==> config.mk <==
export PLATFORM = sky130hd
export DESIGN_NAME = mips_cpu_bus
export DESIGN_NICKNAME = d
export VERILOG_FILES = /design/src/logic/mips_pkg.sv /design/src/logic/mips_control.sv /design/src/logic/mips_pc.sv /design/src/logic/mips_regfile.sv /design/src/logic/mips_alu.sv /design/src/logic/mips_cpu_bus.sv
export SDC_FILE = /design/constraint.sdc
export NUM_CORES = 2
export LEC_CHECK = 0
export BUFFER_PORTS_ARGS = -buffer_cell sky130_fd_sc_hd__buf_4
export CAP_MARGIN = 20
export CORE_MARGIN = 10
export CORE_UTILIZATION = 50
export CTS_CLUSTER_SIZE = 30
export DETAILED_ROUTE_END_ITERATION = 8
export PLACE_DENSITY_LB_ADDON = 0.2
export SLEW_MARGIN = 20
export SYNTH_ARGS = -nofsm -noshare
export SYNTH_HDL_FRONTEND = slang
export SYNTH_SLANG_ARGS = --single-unit
==> constraint.sdc <==
create_clock -name clk -period 13 [get_ports clk]
set_input_delay 1.3 -clock clk [delete_from_list [all_inputs] [get_ports clk]]
set_output_delay 1.3 -clock clk [all_outputs]
set_load 0.005 [all_outputs]
==> src/logic/mips_pkg.sv <==
package mips_pkg;

    // Widths that carry a meaning
    typedef logic [31:0] word_t;
    typedef logic [4:0]  reg_idx_t;
    typedef logic [15:0] imm_t;

    // Primary opcodes kept in this core
    typedef enum logic [5:0] {
        OP_RTYPE = 6'h00,
        OP_J     = 6'h02,
        OP_BEQ   = 6'h04,
        OP_BNE   = 6'h05,
        OP_ADDIU = 6'h09,
        OP_SLTI  = 6'h0A,
        OP_SLTIU = 6'h0B,
        OP_ANDI  = 6'h0C,
        OP_ORI   = 6'h0D,
        OP_XORI  = 6'h0E,
        OP_LUI   = 6'h0F,
        OP_LW    = 6'h23,
        OP_SW    = 6'h2B
    } opcode_t;

    // Function field of R-type instructions
    typedef enum logic [5:0] {
        FN_SLL  = 6'h00,
        FN_SRL  = 6'h02,
        FN_SRA  = 6'h03,
        FN_JR   = 6'h08,
        FN_ADDU = 6'h21,
        FN_SUBU = 6'h23,
        FN_AND  = 6'h24,
        FN_OR   = 6'h25,
        FN_XOR  = 6'h26,
        FN_SLT  = 6'h2A,
        FN_SLTU = 6'h2B
    } funct_t;

    typedef enum logic [1:0] {
        HALTED,
        FETCH,
        EXEC,
        MEM
    } cpu_state_t;

    // Fields and format flags pulled out of the instruction register
    typedef struct packed {
        reg_idx_t    rs;
        reg_idx_t    rt;
        reg_idx_t    rd;
        logic [4:0]  shamt;
        imm_t        imm;
        logic [25:0] index;
        logic        is_load;
        logic        is_store;
        logic        is_branch;
        logic        is_jump_reg;
        logic        is_jump;
        logic        writes_reg;
        reg_idx_t    dest;
    } decoded_t;

    localparam word_t    RESET_VECTOR = 32'hBFC0_0000;
    localparam word_t    HALT_ADDR    = 32'h0000_0000;
    localparam reg_idx_t REG_V0       = 5'd2;
    localparam word_t    WORD_BYTES   = 32'd4;

endpackage

==> src/logic/mips_control.sv <==
`timescale 1ns/1ps

module mips_control
    import mips_pkg::*;
(
    input  logic       clk,
    input  logic       reset,
    input  logic       waitrequest,
    input  decoded_t   decoded,
    input  word_t      next_pc,
    output cpu_state_t state,
    output logic       active,
    output logic       read,
    output logic       write,
    output logic       addr_sel,
    output logic       ir_load,
    output logic       pc_advance,
    output logic       reg_write
);

    cpu_state_t next_state;
    logic       mem_op;
    logic       halt_next;

    assign mem_op    = decoded.is_load || decoded.is_store;
    assign halt_next = (next_pc == HALT_ADDR);
    assign active    = (state != HALTED);

    always_comb begin
        next_state = state;
        read       = 1'b0;
        write      = 1'b0;
        addr_sel   = 1'b0;
        ir_load    = 1'b0;
        pc_advance = 1'b0;
        reg_write  = 1'b0;
        case (state)
            FETCH: begin
                // Read held until the slave accepts it
                read = 1'b1;
                if (!waitrequest) begin
                    ir_load    = 1'b1;
                    next_state = EXEC;
                end
            end
            EXEC: begin
                if (mem_op) begin
                    next_state = MEM;
                end else begin
                    reg_write  = decoded.writes_reg;
                    pc_advance = 1'b1;
                    next_state = halt_next ? HALTED : FETCH;
                end
            end
            MEM: begin
                // Data access uses the computed address
                addr_sel = 1'b1;
                read     = decoded.is_load;
                write    = decoded.is_store;
                if (!waitrequest) begin
                    reg_write  = decoded.is_load;
                    pc_advance = 1'b1;
                    next_state = halt_next ? HALTED : FETCH;
                end
            end
            HALTED: begin
                next_state = HALTED;
            end
        endcase
    end

    always_ff @(posedge clk) begin
        if (reset) begin
            state <= FETCH;
        end else begin
            state <= next_state;
        end
    end

    // Bus is never driven both ways at once
    assert property (@(posedge clk) disable iff (reset) !(read && write));

    // Once halted the master stays off the bus
    assert property (@(posedge clk) disable iff (reset)
        (state == HALTED) |-> (!read && !write));

endmodule

==> src/logic/mips_pc.sv <==
`timescale 1ns/1ps

module mips_pc
    import mips_pkg::*;
(
    input  logic     clk,
    input  logic     reset,
    input  logic     pc_advance,
    input  decoded_t decoded,
    input  logic     branch_taken,
    input  word_t    jump_target_reg,
    output word_t    pc,
    output word_t    next_pc
);

    word_t slot_addr;
    word_t branch_offset;
    word_t branch_target;
    word_t jump_target;
    word_t selected_target;
    word_t redirect_target;
    logic  redirect_pending;

    // Targets are relative to the delay-slot address
    assign slot_addr     = pc + WORD_BYTES;
    assign branch_offset = {{14{decoded.imm[15]}}, decoded.imm, 2'b00};
    assign branch_target = slot_addr + branch_offset;
    assign jump_target   = {slot_addr[31:28], decoded.index, 2'b00};

    always_comb begin
        if (decoded.is_jump_reg) begin
            selected_target = jump_target_reg;
        end else if (decoded.is_jump) begin
            selected_target = jump_target;
        end else begin
            selected_target = branch_target;
        end
    end

    // Delay slot finishes first, then the recorded target applies
    assign next_pc = redirect_pending ? redirect_target : slot_addr;

    always_ff @(posedge clk) begin
        if (reset) begin
            pc               <= RESET_VECTOR;
            redirect_pending <= 1'b0;
        end else if (pc_advance) begin
            pc               <= next_pc;
            redirect_pending <= branch_taken;
        end
    end

    always_ff @(posedge clk) begin
        if (pc_advance && branch_taken) begin
            redirect_target <= selected_target;
        end
    end

    assert property (@(posedge clk) disable iff (reset) pc_advance |=> (pc[1:0] == 2'b00));

endmodule

==> src/logic/mips_regfile.sv <==
`timescale 1ns/1ps

module mips_regfile
    import mips_pkg::*;
(
    input  logic     clk,
    input  logic     reset,
    input  reg_idx_t rs_idx,
    input  reg_idx_t rt_idx,
    input  logic     write_en,
    input  reg_idx_t write_idx,
    input  word_t    write_data,
    output word_t    rs_data,
    output word_t    rt_data,
    output word_t    v0
);

    word_t regs [32];

    always_ff @(posedge clk) begin
        if (reset) begin
            for (int i = 0; i < 32; i++) begin
                regs[i] <= '0;
            end
        end else if (write_en && (write_idx != '0)) begin
            regs[write_idx] <= write_data;
        end
    end

    // $zero reads as zero whatever is stored
    assign rs_data = (rs_idx == '0) ? '0 : regs[rs_idx];
    assign rt_data = (rt_idx == '0) ? '0 : regs[rt_idx];
    assign v0      = regs[REG_V0];

    // Flags a nonzero result aimed at $zero
    assert property (@(posedge clk) disable iff (reset)
        (write_en && (write_data != '0)) |-> (write_idx != '0))
        else $warning("Nonzero write to register zero discarded");

endmodule

==> src/logic/mips_alu.sv <==
`timescale 1ns/1ps

module mips_alu
    import mips_pkg::*;
(
    input  word_t    instr,
    input  word_t    rs_data,
    input  word_t    rt_data,
    output decoded_t decoded,
    output word_t    alu_result,
    output word_t    mem_addr,
    output logic     branch_taken
);

    opcode_t opcode;
    funct_t  funct;
    logic    is_rtype;
    word_t   imm_sext;
    word_t   imm_zext;

    assign opcode   = opcode_t'(instr[31:26]);
    assign funct    = funct_t'(instr[5:0]);
    assign is_rtype = (opcode == OP_RTYPE);
    assign imm_sext = {{16{instr[15]}}, instr[15:0]};
    assign imm_zext = {16'h0000, instr[15:0]};

    always_comb begin
        decoded.rs          = instr[25:21];
        decoded.rt          = instr[20:16];
        decoded.rd          = instr[15:11];
        decoded.shamt       = instr[10:6];
        decoded.imm         = instr[15:0];
        decoded.index       = instr[25:0];
        decoded.is_load     = (opcode == OP_LW);
        decoded.is_store    = (opcode == OP_SW);
        decoded.is_branch   = (opcode == OP_BEQ) || (opcode == OP_BNE);
        decoded.is_jump     = (opcode == OP_J);
        decoded.is_jump_reg = is_rtype && (funct == FN_JR);
        // R-type writes rd, I-type writes rt
        decoded.dest        = is_rtype ? decoded.rd : decoded.rt;
        case (opcode)
            OP_RTYPE: decoded.writes_reg = funct inside {FN_SLL, FN_SRL, FN_SRA, FN_ADDU,
                FN_SUBU, FN_AND, FN_OR, FN_XOR, FN_SLT, FN_SLTU};
            OP_ADDIU, OP_ANDI, OP_ORI, OP_XORI, OP_LUI, OP_SLTI, OP_SLTIU, OP_LW:
                decoded.writes_reg = 1'b1;
            default: decoded.writes_reg = 1'b0;
        endcase
    end

    always_comb begin
        case (opcode)
            OP_RTYPE: begin
                case (funct)
                    FN_ADDU: alu_result = rs_data + rt_data;
                    FN_SUBU: alu_result = rs_data - rt_data;
                    FN_AND:  alu_result = rs_data & rt_data;
                    FN_OR:   alu_result = rs_data | rt_data;
                    FN_XOR:  alu_result = rs_data ^ rt_data;
                    FN_SLT:  alu_result = {31'b0, $signed(rs_data) < $signed(rt_data)};
                    FN_SLTU: alu_result = {31'b0, rs_data < rt_data};
                    FN_SLL:  alu_result = rt_data << decoded.shamt;
                    FN_SRL:  alu_result = rt_data >> decoded.shamt;
                    FN_SRA:  alu_result = $signed(rt_data) >>> decoded.shamt;
                    default: alu_result = '0;
                endcase
            end
            OP_ADDIU: alu_result = rs_data + imm_sext;
            OP_ANDI:  alu_result = rs_data & imm_zext;
            OP_ORI:   alu_result = rs_data | imm_zext;
            OP_XORI:  alu_result = rs_data ^ imm_zext;
            OP_LUI:   alu_result = {instr[15:0], 16'h0000};
            OP_SLTI:  alu_result = {31'b0, $signed(rs_data) < $signed(imm_sext)};
            // Unsigned compare, but against the sign-extended immediate
            OP_SLTIU: alu_result = {31'b0, rs_data < imm_sext};
            default:  alu_result = '0;
        endcase
    end

    assign mem_addr = rs_data + imm_sext;

    always_comb begin
        if (decoded.is_jump || decoded.is_jump_reg) begin
            branch_taken = 1'b1;
        end else if (decoded.is_branch) begin
            // BNE takes the opposite outcome of BEQ
            branch_taken = (rs_data == rt_data) ^ (opcode == OP_BNE);
        end else begin
            branch_taken = 1'b0;
        end
    end

endmodule

==> src/logic/mips_cpu_bus.sv <==
`timescale 1ns/1ps

module mips_cpu_bus
    import mips_pkg::*;
(
    input  logic       clk,
    input  logic       reset,
    output logic       active,
    output word_t      register_v0,
    output word_t      address,
    output logic       write,
    output logic       read,
    input  logic       waitrequest,
    output word_t      writedata,
    output logic [3:0] byteenable,
    input  word_t      readdata
);

    cpu_state_t state;
    decoded_t   decoded;
    word_t      ir;
    word_t      pc;
    word_t      next_pc;
    word_t      rs_data;
    word_t      rt_data;
    word_t      alu_result;
    word_t      mem_addr;
    word_t      wb_data;
    logic       branch_taken;
    logic       addr_sel;
    logic       ir_load;
    logic       pc_advance;
    logic       reg_write;

    mips_control u_control (
        .clk(clk), .reset(reset), .waitrequest(waitrequest),
        .decoded(decoded), .next_pc(next_pc), .state(state), .active(active),
        .read(read), .write(write), .addr_sel(addr_sel), .ir_load(ir_load),
        .pc_advance(pc_advance), .reg_write(reg_write)
    );

    mips_pc u_pc (
        .clk(clk), .reset(reset), .pc_advance(pc_advance), .decoded(decoded),
        .branch_taken(branch_taken), .jump_target_reg(rs_data),
        .pc(pc), .next_pc(next_pc)
    );

    mips_regfile u_regfile (
        .clk(clk), .reset(reset), .rs_idx(decoded.rs), .rt_idx(decoded.rt),
        .write_en(reg_write), .write_idx(decoded.dest), .write_data(wb_data),
        .rs_data(rs_data), .rt_data(rt_data), .v0(register_v0)
    );

    mips_alu u_alu (
        .instr(ir), .rs_data(rs_data), .rt_data(rt_data), .decoded(decoded),
        .alu_result(alu_result), .mem_addr(mem_addr), .branch_taken(branch_taken)
    );

    // Instruction captured on the accepted fetch
    always_ff @(posedge clk) begin
        if (ir_load) begin
            ir <= readdata;
        end
    end

    assign address    = addr_sel ? mem_addr : pc;
    assign writedata  = rt_data;
    assign byteenable = (read || write) ? 4'b1111 : 4'b0000;

    // Only a load writes back from the MEM state
    assign wb_data = (state == MEM) ? readdata : alu_result;

endmodule

==> Flow_metrics.wiki <==
{| class="wikitable"
! Metric !! Value
|-
| Result of the run || finished clean
|-
| Register share of total power || 0.352
|-
| RSZ-0062 raised after global routing || no
|-
| P_sw || 4.54 mW
|-
| Cells traversed along the worst timing path || buf_12, buf_4, mux4_2, mux4_2, mux2_2, o21ai_1, inv_1, ha_1, o21bai_1, or3_1, a211o_1, o2111ai_1, nand2_1, o311ai_0, mux2_2, buf_4
|-
| Critical setup path kind || flip-flop to output port
|-
| Initial Util || 0.504
|-
| Detailed-route vias per instance || 7.44
|-
| Grt met1 use || 0.505
|-
| Critical-path top delay cell || o311ai_0
|-
| Number of sinks handled by clock tree synthesis || 1133
|-
| CTS Root Buffer Type || clkbuf_16
|-
| Transition at the pin with the smallest max-transition slack || 1200 ps
|-
| Delay of the slowest cell on the worst path || 800 ps
|-
| Hold WS || 497 ps
|-
| Fraction of power spent switching nets || 0.376
|-
| DR WL/cell || 41.2 um
|-
| Area Growth Syn to Fin || 10.2%
|-
| Skew-Pair Late Insertion Delay || 800 ps
|-
| Sum Neg Setup Slack || 0 ps
|-
| Total Routing Usage GR || 0.419
|-
| First-pass GRT wire length || 482000 um
|-
| Hold Fails Final Rpt || 0
|-
| Cell Pwr Density || 149 nW/um^2
|-
| Row Count || between 100 and 150
|-
| Final-report setup violation count || 0
|-
| Number of antenna violations at the first check in global routing || 13
|-
| # Max-Cap Violations || 0
|-
| Post-CTS setup buffer count || 0
|-
| Top cell type's share of synthesized area || 0.445
|-
| Worst-case headroom to the max-slew limit || 0.196
|-
| Top Ports || 138
|-
| Area of the die || approximately 160000 um^2
|-
| Fin crit share || 0.739
|-
| Wire length after detailed routing || 352000 um
|-
| Multiplexer area fraction after synthesis || 0.197
|-
| Post-synthesis share of cell area spent on full adders, half adders and majority gates || 0.0379
|-
| Post-route DRC violation count || 0
|-
| Maximum operating frequency || 0.104 GHz
|-
| DRT iter0 DRCs || between 10000 and 15000
|-
| Internal || ~7.5 mW
|-
| Xor and xnor area share after synthesis || 0.0112
|-
| Netlist area before placement || 73400 um^2
|-
| Synthesized-area fraction occupied by and/or/nand/nor cells || 0.124
|-
| Number of filler cells placed in the layout || between 10000 and 15000
|-
| Net total in the final layout || 6767
|-
| Largest net degree at the start of global routing || between 100 and 150
|-
| Met2 Usage GRT || 0.617
|-
| Element type at the critical path start || flip-flop
|-
| Die X || between 400 and 500 um
|-
| Avg Cell Area, Syn || 11.2 um^2
|-
| Final critical delay including setup and external delays || 9610 ps
|-
| Compound-cell area share of the yosys netlist || 0.128
|-
| Via total after detailed routing || around 64000
|-
| Number of unique standard cell types used by synthesis || 99
|-
| Total of hold buffers inserted after clock tree synthesis || 0
|-
| Count of input and output buffers || 137
|-
| Proportion of register bits with asynchronous set or reset after synthesis || 0
|-
| Standby leakage power || 29.3 nW
|-
| Maximum level of the CTS H-tree || 3
|-
| Aggregate global routing overflow || 0
|-
| Worst-case clock skew || 45.1 ps
|-
| Portion of total power attributed to combinational logic || 0.352
|-
| Clk slew on worst S/H paths || 70 ps
|-
| Via count of the first global-routing pass || approximately 61000
|-
| Number of nets still failing antenna checks after routing || 0
|-
| Category of cells accounting for the largest share of critical-path delay || compound AO/OA/AOI/OAI gates
|-
| Pins Over Slew Limit || 0
|-
| Cells resized by post-CTS repair || 0
|-
| Maximum root-to-sink buffer count || 3
|-
| Portion of total power attributed to the clock network || 0.296
|-
| Path class of the lowest-slack min-delay path || flip-flop to flip-flop
|-
| Combinational family with the most area after synthesis || multiplexers
|-
| Peak supply drop || 0.000122 V
|-
| Proportion of synthesized chip area in sequential cells || 0.457
|-
| Combined buffer and inverter count along the critical path || 4
|-
| TritonCTS clock tree || built
|-
| Area of the core || 146000 um^2
|-
| Die H || 403 um
|-
| Synth top area cells || edfxtp_1, mux4_2, nor2_1, mux2i_1, ha_1
|-
| Critical Path Fanout Max || between 90 and 100
|-
| Met3 global-route usage || 0.150
|-
| Worst Path Required || between 10000 and 15000 ps
|-
| Flip-flop and latch count after synthesis || ~1100
|-
| Cell type contributing the most total cell area after synthesis || edfxtp_1
|-
| Number of iterations in the first detailed-routing pass || 9
|-
| Most used routing layer in global routing || met2
|-
| Number of standard cells after synthesis || roughly 6500
|-
| Number of flops mapped to enable cells by yosys || between 1000 and 1500
|-
| Share of final-layout standard cells stronger than drive strength 1 || 0.186
|-
| TritonCTS Buffers || 121
|-
| Total of warnings raised by yosys || 0
|-
| Final GP Congestion || approximately 1.1
|-
| Estimated wirelength of the detail-placed design || 233000 um
|-
| Critical path data arrival time || 8310 ps
|-
| Main synth FF type || edfxtp_1
|-
| Category of the worst setup path capture point || output port
|}
[metal layers]
metal,part of all wire,wire length [um]
met1,0.34,119000
met2,0.42,149000
met3,0.15,51100
met4,0.091,32200
met5,0.00093,326
[worst reg2reg max path, cell delays in order (launching register included)]
cell and delay, ps:
dfxtp_2 310, buf_4 650, and2_2 910, buf_4 700, a22oi_1 240, a21oi_1 500, or4_1 620, ha_1 500
nor4_1 1000, and2_1 240, a221o_1 270, nor4_1 160, nor2_1 150, buf_4 180, a211oi_1 140, o21ai_0 200
a21oi_1 80, o41ai_1 850, o211a_1 1000, nor2_1 130
[stage by stage]
step | instance area (um^2) | setup slack [ps] | power [mW] | instances | utilization
finish | 80900 | 3390 | 12.1 | 8538 | 0.555
floorplan | 73600 | 5340 | 6.67 | 6577 | -
global route | 80900 | 3260 | 12.3 | 8532 | 0.555
CTS | 80900 | 3610 | 11.8 | 8531 | 0.555
detailed placement | 76900 | 4310 | 8.35 | 8306 | 0.527
global placement | 76900 | 4200 | 8.36 | 8305 | 0.527
[cell usage in the layout (no fill, tap or decap), types with 25 or more instances in the layout]
cell	instances
a211o_1	25
a211oi_1	47
a21o_1	57
a21oi_1	394
a221oi_1	27
a22oi_1	183
a31oi_1	38
and2_1	34
and3_1	30
buf_4	396
clkbuf_16	122
clkinv_1	34
conb_1	32
dfxtp_1	37
edfxtp_1	1088
ha_1	216
inv_1	154
mux2_2	47
mux2i_1	394
mux4_1	29
mux4_2	408
nand2_1	314
nand2_2	31
nand2b_1	33
nand2b_2	28
nand3_1	94
nand4_1	35
nor2_1	1118
nor2_2	34
nor2b_1	84
nor3_1	105
nor4_1	25
o211ai_1	40
o21a_1	30
o21ai_0	175
o21bai_1	38
o221ai_1	29
o22ai_1	45
xnor2_1	63
xor2_1	31
[cells by family (layout without fill, tap and decap cells)]
logic type,count (synthesis),in the layout
compound gates,1396,1396
xor+xnor,94,94
fa+ha+maj,220,220
buf+inv,751,788
flops,1133,1133
mux,879,879
other cells,1,39
simple gates,2072,2072
[path summary, 6_finish.rpt]
kind | depth (start not counted) | end | slack [ps] | startpoint
max | 16 | address[30] | 3390 | flip-flop
min | 2 | u_pc.pc[0]$_SDFFE_PP0P_ | 500 | u_pc.pc[0]$_SDFFE_PP0P_
max reg2reg | 19 | u_regfile.regs[1][27]$_SDFFCE_PN0P_ | 3890 | flip-flop
min reg2reg | 2 | u_pc.pc[0]$_SDFFE_PP0P_ | 500 | u_pc.pc[0]$_SDFFE_PP0P_
[power groups by stage]
stage	clock network (mW)	logic (mW)	registers [mW]
floorplan	0	2.42	4.25
global placement	0	4.06	4.30
detailed placement	0	4.03	4.31
CTS	3.56	4.05	4.24
global route	3.69	4.34	4.25
finish	3.57	4.25	4.24
[layout make-up]
class / count / area, um^2 / share of cell area
Multi-Input combinational cell: 4693 / 37200 / 0.460
Antenna cell: 7 / 17.5 / 0.000217
Timing Repair Buffer: 403 / 3110 / 0.0385
Inverter: 160 / 601 / 0.00742
Sequential cell: 1133 / 33600 / 0.415
Clock buffer: 144 / 3170 / 0.0391
Tap cell: 1917 / 2400 / 0.0296
Clock inverter: 81 / 830 / 0.0103
[cells in the mapped netlist (all sizes together) (25+ instances only)]
master / number
a22oi: 184
o21bai: 38
a211oi: 47
and3: 30
ha: 216
nand4: 35
o211ai: 40
edfxtp: 1088
nand3: 97
a21oi: 402
o21a: 30
mux2: 48
buf: 165
nor3: 112
o221ai: 29
inv: 158
and2: 37
xor2: 31
a211o: 25
nand2b: 64
clkbuf: 426
nand2: 345
o22ai: 47
mux4: 437
nor2b: 87
a21o: 57
a221oi: 31
a31oi: 38
xnor2: 63
dfxtp: 45
nor2: 1153
nor4: 34
mux2i: 394
o21ai: 191
[flip-flops by register name, indices dropped and copies added (netlist names), named ones only]
name / flops
ir: 32
u_control.state: 2
u_pc.pc: 32
u_pc.redirect_pending: 1
u_pc.redirect_target: 32
u_regfile.regs: 1024
Power figures use the tool's default switching activity.
